## src/rtl/rv_pkg.sv

```systemverilog
package rv_pkg;

  localparam int xlen = 32;

  typedef logic [xlen-1:0] word_t;
  typedef logic [4:0] reg_idx_t;

  // major opcodes, bits 6:0 of the instruction
  typedef enum logic [6:0] {
    opc_load     = 7'b0000011,
    opc_misc_mem = 7'b0001111,
    opc_op_imm   = 7'b0010011,
    opc_auipc    = 7'b0010111,
    opc_store    = 7'b0100011,
    opc_op       = 7'b0110011,
    opc_lui      = 7'b0110111,
    opc_branch   = 7'b1100011,
    opc_jalr     = 7'b1100111,
    opc_jal      = 7'b1101111,
    opc_system   = 7'b1110011
  } opcode_e;

  // one entry per supported operation
  typedef enum logic [4:0] {
    op_illegal,
    op_nop,
    op_add,
    op_sub,
    op_sll,
    op_slt,
    op_sltu,
    op_xor,
    op_srl,
    op_sra,
    op_or,
    op_and,
    op_beq,
    op_bne,
    op_blt,
    op_bge,
    op_bltu,
    op_bgeu,
    op_lb,
    op_lh,
    op_lw,
    op_lbu,
    op_lhu,
    op_sb,
    op_sh,
    op_sw,
    op_lui,
    op_auipc,
    op_jal,
    op_jalr,
    op_ecall
  } op_e;

  typedef struct packed {
    op_e      op;
    reg_idx_t rd;
    reg_idx_t rs1;
    reg_idx_t rs2;
    word_t    imm;        // already sign-extended
    logic     use_imm;    // second operand comes from imm
    logic     writes_rd;
  } decoded_t;

  // addr is word aligned, be selects the written bytes
  typedef struct packed {
    word_t      addr;
    word_t      wdata;
    logic [3:0] be;
  } dmem_req_t;

  function automatic logic is_load(op_e op);
    return op inside {op_lb, op_lh, op_lw, op_lbu, op_lhu};
  endfunction

  function automatic logic is_store(op_e op);
    return op inside {op_sb, op_sh, op_sw};
  endfunction

endpackage

```

## src/rtl/rv_decoder.sv

```systemverilog
module rv_decoder #(
  parameter int NUM_REGS = 32
) (
  input  rv_pkg::word_t    insn,
  output rv_pkg::decoded_t dec
);

  rv_pkg::opcode_e  opcode;
  logic [2:0]       funct3;
  logic [6:0]       funct7;
  rv_pkg::reg_idx_t rd_f;
  rv_pkg::reg_idx_t rs1_f;
  rv_pkg::reg_idx_t rs2_f;

  rv_pkg::word_t imm_i;
  rv_pkg::word_t imm_s;
  rv_pkg::word_t imm_b;
  rv_pkg::word_t imm_j;
  rv_pkg::word_t imm_u;

  rv_pkg::op_e   op;
  rv_pkg::word_t imm;
  logic          use_imm;
  logic          writes;
  logic          uses_rs1;
  logic          uses_rs2;

  assign opcode = rv_pkg::opcode_e'(insn[6:0]);
  assign rd_f   = insn[11:7];
  assign funct3 = insn[14:12];
  assign rs1_f  = insn[19:15];
  assign rs2_f  = insn[24:20];
  assign funct7 = insn[31:25];

  // immediate formats
  assign imm_i = {{20{insn[31]}}, insn[31:20]};
  assign imm_s = {{20{insn[31]}}, insn[31:25], insn[11:7]};
  assign imm_b = {{19{insn[31]}}, insn[31], insn[7], insn[30:25], insn[11:8], 1'b0};
  assign imm_j = {{11{insn[31]}}, insn[31], insn[19:12], insn[20], insn[30:21], 1'b0};
  assign imm_u = {insn[31:12], 12'b0};

  always_comb begin
    op       = rv_pkg::op_illegal;
    imm      = imm_i;
    use_imm  = 1'b0;
    writes   = 1'b0;
    uses_rs1 = 1'b0;
    uses_rs2 = 1'b0;
    case (opcode)
      rv_pkg::opc_lui: begin
        op     = rv_pkg::op_lui;
        imm    = imm_u;
        writes = 1'b1;
      end
      rv_pkg::opc_auipc: begin
        op     = rv_pkg::op_auipc;
        imm    = imm_u;
        writes = 1'b1;
      end
      rv_pkg::opc_jal: begin
        op     = rv_pkg::op_jal;
        imm    = imm_j;
        writes = 1'b1;
      end
      rv_pkg::opc_jalr: begin
        if (funct3 == 3'b000) begin
          op       = rv_pkg::op_jalr;
          writes   = 1'b1;
          uses_rs1 = 1'b1;
        end
      end
      rv_pkg::opc_branch: begin
        imm      = imm_b;
        uses_rs1 = 1'b1;
        uses_rs2 = 1'b1;
        case (funct3)
          3'b000:  op = rv_pkg::op_beq;
          3'b001:  op = rv_pkg::op_bne;
          3'b100:  op = rv_pkg::op_blt;
          3'b101:  op = rv_pkg::op_bge;
          3'b110:  op = rv_pkg::op_bltu;
          3'b111:  op = rv_pkg::op_bgeu;
          default: op = rv_pkg::op_illegal;
        endcase
      end
      rv_pkg::opc_load: begin
        use_imm  = 1'b1;
        writes   = 1'b1;
        uses_rs1 = 1'b1;
        case (funct3)
          3'b000:  op = rv_pkg::op_lb;
          3'b001:  op = rv_pkg::op_lh;
          3'b010:  op = rv_pkg::op_lw;
          3'b100:  op = rv_pkg::op_lbu;
          3'b101:  op = rv_pkg::op_lhu;
          default: op = rv_pkg::op_illegal;
        endcase
      end
      rv_pkg::opc_store: begin
        imm      = imm_s;
        use_imm  = 1'b1;
        uses_rs1 = 1'b1;
        uses_rs2 = 1'b1;
        case (funct3)
          3'b000:  op = rv_pkg::op_sb;
          3'b001:  op = rv_pkg::op_sh;
          3'b010:  op = rv_pkg::op_sw;
          default: op = rv_pkg::op_illegal;
        endcase
      end
      rv_pkg::opc_op_imm: begin
        use_imm  = 1'b1;
        writes   = 1'b1;
        uses_rs1 = 1'b1;
        case (funct3)
          3'b000: op = rv_pkg::op_add;
          3'b010: op = rv_pkg::op_slt;
          3'b011: op = rv_pkg::op_sltu;
          3'b100: op = rv_pkg::op_xor;
          3'b110: op = rv_pkg::op_or;
          3'b111: op = rv_pkg::op_and;
          3'b001: if (funct7 == 7'b0000000) op = rv_pkg::op_sll;
          default: begin
            // funct3 101, shift right
            if (funct7 == 7'b0000000) op = rv_pkg::op_srl;
            else if (funct7 == 7'b0100000) op = rv_pkg::op_sra;
          end
        endcase
      end
      rv_pkg::opc_op: begin
        writes   = 1'b1;
        uses_rs1 = 1'b1;
        uses_rs2 = 1'b1;
        case ({funct7, funct3})
          10'b0000000_000: op = rv_pkg::op_add;
          10'b0100000_000: op = rv_pkg::op_sub;
          10'b0000000_001: op = rv_pkg::op_sll;
          10'b0000000_010: op = rv_pkg::op_slt;
          10'b0000000_011: op = rv_pkg::op_sltu;
          10'b0000000_100: op = rv_pkg::op_xor;
          10'b0000000_101: op = rv_pkg::op_srl;
          10'b0100000_101: op = rv_pkg::op_sra;
          10'b0000000_110: op = rv_pkg::op_or;
          10'b0000000_111: op = rv_pkg::op_and;
          default:         op = rv_pkg::op_illegal;
        endcase
      end
      // fence has no ordering work to do in this core
      rv_pkg::opc_misc_mem: op = rv_pkg::op_nop;
      rv_pkg::opc_system: begin
        if (insn[31:7] == 25'd0) op = rv_pkg::op_ecall;
      end
      default: op = rv_pkg::op_illegal;
    endcase

    // registers beyond NUM_REGS do not exist (rv32e case)
    if ((writes && int'(rd_f) >= NUM_REGS) ||
        (uses_rs1 && int'(rs1_f) >= NUM_REGS) ||
        (uses_rs2 && int'(rs2_f) >= NUM_REGS)) begin
      op = rv_pkg::op_illegal;
    end
    if (op == rv_pkg::op_illegal) begin
      writes   = 1'b0;
      uses_rs1 = 1'b0;
      uses_rs2 = 1'b0;
    end
  end

  // unused index fields go to x0 so the register file never reads out of range
  assign dec.op        = op;
  assign dec.rd        = writes ? rd_f : '0;
  assign dec.rs1       = uses_rs1 ? rs1_f : '0;
  assign dec.rs2       = uses_rs2 ? rs2_f : '0;
  assign dec.imm       = imm;
  assign dec.use_imm   = use_imm;
  assign dec.writes_rd = writes;

endmodule

```

## src/rtl/rv_regfile.sv

```systemverilog
module rv_regfile #(
  parameter int NUM_REGS = 32
) (
  input  logic             clk,
  input  logic             rst,
  input  rv_pkg::decoded_t dec,
  input  rv_pkg::word_t    wb_data,
  output rv_pkg::word_t    rs1_data,
  output rv_pkg::word_t    rs2_data
);

  rv_pkg::word_t regs [NUM_REGS];
  logic          wr_en;

  // x0 is never written, so it keeps its reset value of zero
  assign wr_en = dec.writes_rd && dec.rd != '0;

  always_ff @(posedge clk) begin
    if (rst) begin
      for (int i = 0; i < NUM_REGS; i++) begin
        regs[i] <= '0;
      end
    end else if (wr_en) begin
      regs[dec.rd] <= wb_data;
    end
  end

  assign rs1_data = regs[dec.rs1];
  assign rs2_data = regs[dec.rs2];

  // a register written in one cycle reads back its new value in the next
  a_write_then_read: assert property (@(posedge clk) disable iff (rst)
    wr_en |=> (dec.rs1 != $past(dec.rd) || rs1_data == $past(wb_data)))
    else $error("regfile: x%0d did not read back its written value", $past(dec.rd));

endmodule

```

## src/rtl/rv_execute.sv

```systemverilog
module rv_execute (
  input  rv_pkg::decoded_t dec,
  input  rv_pkg::word_t    pc,
  input  rv_pkg::word_t    rs1_data,
  input  rv_pkg::word_t    rs2_data,
  input  rv_pkg::word_t    load_value,
  output rv_pkg::word_t    wb_data
);

  rv_pkg::word_t op2;
  rv_pkg::word_t alu;
  logic [4:0]    shamt;

  assign op2   = dec.use_imm ? dec.imm : rs2_data;
  assign shamt = op2[4:0];

  // integer operations
  always_comb begin
    case (dec.op)
      rv_pkg::op_add:  alu = rs1_data + op2;
      rv_pkg::op_sub:  alu = rs1_data - op2;
      rv_pkg::op_sll:  alu = rs1_data << shamt;
      rv_pkg::op_slt:  alu = rv_pkg::word_t'($signed(rs1_data) < $signed(op2));
      rv_pkg::op_sltu: alu = rv_pkg::word_t'(rs1_data < op2);
      rv_pkg::op_xor:  alu = rs1_data ^ op2;
      rv_pkg::op_srl:  alu = rs1_data >> shamt;
      rv_pkg::op_sra:  alu = rv_pkg::word_t'($signed(rs1_data) >>> shamt);
      rv_pkg::op_or:   alu = rs1_data | op2;
      rv_pkg::op_and:  alu = rs1_data & op2;
      default:         alu = '0;
    endcase
  end

  // writeback select
  always_comb begin
    case (dec.op)
      rv_pkg::op_lui:   wb_data = dec.imm;
      rv_pkg::op_auipc: wb_data = pc + dec.imm;
      // link value for both jumps
      rv_pkg::op_jal,
      rv_pkg::op_jalr:  wb_data = pc + 32'd4;
      default: begin
        if (rv_pkg::is_load(dec.op)) begin
          wb_data = load_value;
        end else begin
          wb_data = alu;
        end
      end
    endcase
  end

endmodule

```

## src/rtl/rv_lsu.sv

```systemverilog
module rv_lsu (
  input  rv_pkg::decoded_t  dec,
  input  rv_pkg::word_t     rs1_data,
  input  rv_pkg::word_t     rs2_data,
  input  rv_pkg::word_t     load_data,
  output rv_pkg::dmem_req_t dmem_req,
  output rv_pkg::word_t     load_value
);

  rv_pkg::word_t ea;
  rv_pkg::word_t wdata;
  rv_pkg::word_t lane;
  logic [3:0]    be;
  logic [1:0]    offset;

  assign ea     = rs1_data + dec.imm;
  assign offset = ea[1:0];

  // store data is replicated so every lane holds it, be picks the lane
  always_comb begin
    wdata = rs2_data;
    be    = 4'b0000;
    case (dec.op)
      rv_pkg::op_sb: begin
        wdata = {4{rs2_data[7:0]}};
        be    = 4'b0001 << offset;
      end
      rv_pkg::op_sh: begin
        wdata = {2{rs2_data[15:0]}};
        be    = 4'b0011 << {offset[1], 1'b0};
      end
      rv_pkg::op_sw: be = 4'b1111;
      default: be = 4'b0000;
    endcase
  end

  assign dmem_req = '{addr: {ea[31:2], 2'b00}, wdata: wdata, be: be};

  // bring the addressed lane down to bit 0
  assign lane = load_data >> {offset, 3'b000};

  always_comb begin
    case (dec.op)
      rv_pkg::op_lb:  load_value = {{24{lane[7]}}, lane[7:0]};
      rv_pkg::op_lh:  load_value = {{16{lane[15]}}, lane[15:0]};
      rv_pkg::op_lbu: load_value = {24'b0, lane[7:0]};
      rv_pkg::op_lhu: load_value = {16'b0, lane[15:0]};
      default:        load_value = lane;
    endcase
  end

  // halfwords on even addresses, words on multiples of four
  always_comb begin
    if (rv_pkg::is_load(dec.op) || rv_pkg::is_store(dec.op)) begin
      a_aligned: assert final (
        !((dec.op inside {rv_pkg::op_lh, rv_pkg::op_lhu, rv_pkg::op_sh}) && offset[0]) &&
        !((dec.op inside {rv_pkg::op_lw, rv_pkg::op_sw}) && offset != 2'b00))
        else $error("lsu: misaligned access to %h", ea);
    end
  end

endmodule

```

## src/rtl/rv_pc_unit.sv

```systemverilog
module rv_pc_unit #(
  parameter rv_pkg::word_t RESET_PC = 32'h0
) (
  input  logic             clk,
  input  logic             rst,
  input  rv_pkg::decoded_t dec,
  input  rv_pkg::word_t    rs1_data,
  input  rv_pkg::word_t    rs2_data,
  output rv_pkg::word_t    pc,
  output logic             halt
);

  rv_pkg::word_t pc_next;
  rv_pkg::word_t target;
  rv_pkg::word_t jalr_target;
  logic          taken;

  always_comb begin
    case (dec.op)
      rv_pkg::op_beq:  taken = rs1_data == rs2_data;
      rv_pkg::op_bne:  taken = rs1_data != rs2_data;
      rv_pkg::op_blt:  taken = $signed(rs1_data) < $signed(rs2_data);
      rv_pkg::op_bge:  taken = $signed(rs1_data) >= $signed(rs2_data);
      rv_pkg::op_bltu: taken = rs1_data < rs2_data;
      rv_pkg::op_bgeu: taken = rs1_data >= rs2_data;
      default:         taken = 1'b0;
    endcase
  end

  // branch and jal share the pc-relative target
  assign target      = pc + dec.imm;
  assign jalr_target = (rs1_data + dec.imm) & ~rv_pkg::word_t'(1);
  assign halt        = dec.op == rv_pkg::op_ecall;

  always_comb begin
    case (dec.op)
      rv_pkg::op_jal:   pc_next = target;
      rv_pkg::op_jalr:  pc_next = jalr_target;
      rv_pkg::op_ecall: pc_next = pc;
      default:          pc_next = taken ? target : pc + 32'd4;
    endcase
  end

  always_ff @(posedge clk) begin
    if (rst) begin
      pc <= RESET_PC;
    end else begin
      pc <= pc_next;
    end
  end

  // decoded immediates and jalr operands must keep fetches word aligned
  a_pc_aligned: assert property (@(posedge clk) disable iff (rst) pc[1:0] == 2'b00)
    else $error("pc_unit: misaligned pc %h", pc);

endmodule

```

## src/rtl/rv_core_top.sv

```systemverilog
module rv_core_top #(
  parameter int            NUM_REGS = 32,
  parameter rv_pkg::word_t RESET_PC = 32'h0
) (
  input  logic              clk,
  input  logic              rst,
  input  rv_pkg::word_t     insn,
  input  rv_pkg::word_t     load_data,
  output rv_pkg::word_t     pc,
  output rv_pkg::dmem_req_t dmem_req,
  output logic              halt
);

  rv_pkg::decoded_t dec;
  rv_pkg::word_t    rs1_data;
  rv_pkg::word_t    rs2_data;
  rv_pkg::word_t    wb_data;
  rv_pkg::word_t    load_value;

  rv_decoder #(
    .NUM_REGS(NUM_REGS)
  ) u_rv_decoder (
    .insn(insn),
    .dec (dec)
  );

  rv_regfile #(
    .NUM_REGS(NUM_REGS)
  ) u_rv_regfile (
    .clk     (clk),
    .rst     (rst),
    .dec     (dec),
    .wb_data (wb_data),
    .rs1_data(rs1_data),
    .rs2_data(rs2_data)
  );

  rv_execute u_rv_execute (
    .dec       (dec),
    .pc        (pc),
    .rs1_data  (rs1_data),
    .rs2_data  (rs2_data),
    .load_value(load_value),
    .wb_data   (wb_data)
  );

  rv_lsu u_rv_lsu (
    .dec       (dec),
    .rs1_data  (rs1_data),
    .rs2_data  (rs2_data),
    .load_data (load_data),
    .dmem_req  (dmem_req),
    .load_value(load_value)
  );

  rv_pc_unit #(
    .RESET_PC(RESET_PC)
  ) u_rv_pc_unit (
    .clk     (clk),
    .rst     (rst),
    .dec     (dec),
    .rs1_data(rs1_data),
    .rs2_data(rs2_data),
    .pc      (pc),
    .halt    (halt)
  );

endmodule

```

## config.mk

```make
export PLATFORM = sky130hd
export DESIGN_NAME = rv_core_top
export DESIGN_NICKNAME = d
export VERILOG_FILES = /design/src/rtl/rv_pkg.sv /design/src/rtl/rv_decoder.sv /design/src/rtl/rv_regfile.sv /design/src/rtl/rv_execute.sv /design/src/rtl/rv_lsu.sv /design/src/rtl/rv_pc_unit.sv /design/src/rtl/rv_core_top.sv
export SDC_FILE = /design/constraint.sdc
export NUM_CORES = 2
export LEC_CHECK = 0
export BUFFER_PORTS_ARGS = -buffer_cell sky130_fd_sc_hd__buf_2
export CAP_MARGIN = 20
export CORE_ASPECT_RATIO = 1.2
export CORE_MARGIN = 2
export CORE_UTILIZATION = 40
export DETAILED_ROUTE_END_ITERATION = 16
export PLACE_DENSITY_LB_ADDON = 0.25
export SYNTH_ARGS = -nofsm -noshare
export SYNTH_HDL_FRONTEND = slang
export SYNTH_SLANG_ARGS = --single-unit
export TNS_END_PERCENT = 10
```

## constraint.sdc

```tcl
create_clock -name clk -period 19.2 [get_ports clk]
set_input_delay 1.92 -clock clk [delete_from_list [all_inputs] [get_ports clk]]
set_output_delay 1.92 -clock clk [all_outputs]
set_load 0.01 [all_outputs]
```

==> out/results.tsv <==
metric	value	unit
synthAdderAreaFrac	3.433	%
ctsResizeCount	0	
min_path_type	reg2reg	
critPathLaunch	insn[23]	
required	17280	ps
worstSetupStartpointType	input port	
die_w	392.1	um
cp.arrival	12400	ps
drive_above_1_share	13.42	%
synthXorXnorAreaFrac	1.175	%
antenna_found_initial	31	
synthDominantCellAreaShare	42.52	%
postCtsSetupBuffers	0	
switching_share	33.60	%
yosysSeqAreaShare	43.41	%
area_delta_synth_final	11.43	%
finalPower	6.454	mW
min_period_over_period	74.60	%
synth_ff_type	edfxtp_1	
placed_cell_area	76570	um^2
design_area	80580	um^2
synth-edff-count	1024	
critical-path-top-delay-family	compound AO/OA/AOI/OAI gates	
hold_viol	0	
maxCapViolations	0	
power_switching	2.168	mW
vias	74353	
synthMuxAreaShare	7.041	%
hp-start	u_rv_pc_unit.pc[26]	
intPower	4.285	mW
clk_latency	870	ps
dp_slack	4774	ps
r2r_start	u_rv_regfile.regs[27][0]	
finClkSkew	101.6	ps
critPathKind	in2out	
placementRows	170	
synth_area	72310	um^2
ys.warnings.count	0	
grt_max_degree	139	
finalSetupTns	0	ps
drt-total-wl	426.2	mm
drc	0	
ys_types	110	
critPathBufInv	10	
finalNetCount	8032	
synth_cells	7870	
syn_avg_cell_area	9.188	um^2
ys_ff_latch	1056	
finalSetupViolations	0	
rsz0062_at_grt	false	
synth_area_leader_cell	edfxtp_1	
ctsHoldBuffers	0	
cp_slowest_cell	or4b_2	
place.gp.congestion	1.088	
multi_input_area	38110	um^2
outcome	complete, no violations	
cp_slowest_stage_delay	850	ps
synth_area_leaders	edfxtp_1, nor2_1, nand2_1	
ir_drop	84.76	uV
place_hpwl	284.1	mm
fp.coreArea	179300	um^2
yosysMostFrequentCell	nor2_1	
cts_num_sinks	1056	
design.die.area	184200	um^2
p_per_area	80.09	nW/um^2
vias_per_cell	7.226	
worstPathMaxFanout	39	
wire_per_inst	41.42	um
drt_pass1_iterations	8	
drt_iter0_drc	12121	
seqCellArea	31390	um^2
ant_nets	0	
grt-ovfl-total	0	
finalCriticalPeriod	14320	ps
track_usage	44.77	%
synth_compound_area_share	20.99	%
cts_htree_levels	3	
cp-end-kind	output pin	
first_global_vias	69285	
tightest_slew	1299	ps
fmax	0.06981	GHz
synth_top_family_by_area	compound AO/OA/AOI/OAI gates	
fin_ws	4876	ps
initial_core_util	40.33	%
seq_power_share	40.7	%
io_buffers	164	
slew-limit-headroom	13.38	%
async_flop_share	0	%
p_leak	29.52	nW
drv_slew	0	
n_fill_cell	17265	
io_pins	167	
combinationalPowerShare	22.7	%
die_y	469.8	um
clockRootBuffer	clkbuf_16	
synth_common_cells	nor2_1, edfxtp_1, nand2_1, clkbuf_1, a21oi_1	
synth_simple_gate_area_share	18.73	%
cts_inserted_buffers	115	
grt_pass1_wl	572.7	mm
tritoncts	yes	
crit_path_frequent_cell	buf_4	
clkSlewWorstSetupHoldPaths	60	ps
power.share.clock	36.6	%
clockBufferDepth	3	
-- sequential cells by signal, summed over array words and instances (netlist names) --
name and flops:
u_rv_regfile.regs 1024, u_rv_pc_unit.pc 32
-- metrics by stage --
stage	util (%)	std cells	hold WS [ps]
after floorplan	-	7903	544.6
after global placement	42.64	10044	541.4
after detailed placement	42.70	10054	551.0
after CTS	44.86	10270	561.2
after global routing	44.92	10279	592.8
final	44.94	10290	557.5
-- worst register-to-register path, delay by kind of cell (launching register included) --
| kind | cells | cell delay [ps] |
|---|---|---|
| multiplexers | 1 | 150 |
| buffers and inverters | 4 | 1310 |
| AND/OR/NAND/NOR | 7 | 1310 |
| AO/OA/AOI/OAI | 15 | 4960 |
| flip-flops | 1 | 420 |
| adder cells (fa/ha/maj) | 2 | 870 |
-- power groups by stage --
stage	combinational, mW	sequential [mW]	clock [mW]
after floorplan	0.771	2.66	0
after global placement	1.39	2.67	0
after detailed placement	1.39	2.67	0
after CTS	1.39	2.62	2.34
after global routing	1.49	2.63	2.43
final	1.47	2.63	2.36
-- routing by layer --
layer,track usage (%),up-vias,wire (um)
met5,0,-,166
met4,41.32,26,48690
met3,16.16,2006,58290
met2,65.05,6659,178800
met1,50.98,36288,140300
li1,-,29374,-
-- area by class of cell --
type	count	area share, %
clock buffer	134	3.686
antenna	13	0.04037
clock inverter	82	1.101
timing repair buffer	504	4.494
sequential	1056	38.96
inverter	147	0.6941
tap	2408	3.739
multi-input combinational	5946	47.29
-- placed cells by master (no fill, tap or decap), types with 130 or more instances in the layout --
master / count
nor2_1: 1187
inv_1: 130
buf_2: 160
a211oi_1: 197
and3_1: 132
a21oi_1: 435
buf_4: 321
mux2i_1: 242
a31oi_1: 160
ha_1: 192
nor3_1: 373
o21ai_0: 260
nand2_1: 811
nand3_1: 169
a221oi_1: 271
edfxtp_1: 1024
-- logic make-up after synthesis --
logic type,Yosys count
AO/OA/AOI/OAI,2153
buffers and inverters,901
XOR/XNOR,97
flip-flops,1056
AND/OR/NAND/NOR,3080
adder cells (fa/ha/maj),196
other,1
multiplexers,386
-- path summary, 6_finish.rpt --
kind,to,slack [ps],cells past startpoint
worst max-delay path,dmem_req[67],4880,35
worst min-delay path,u_rv_pc_unit.pc[26],560,2
worst max register to register,u_rv_regfile.regs[2][30],9900,29
worst min register to register,u_rv_pc_unit.pc[26],560,2
Power figures use the tool's default switching activity.
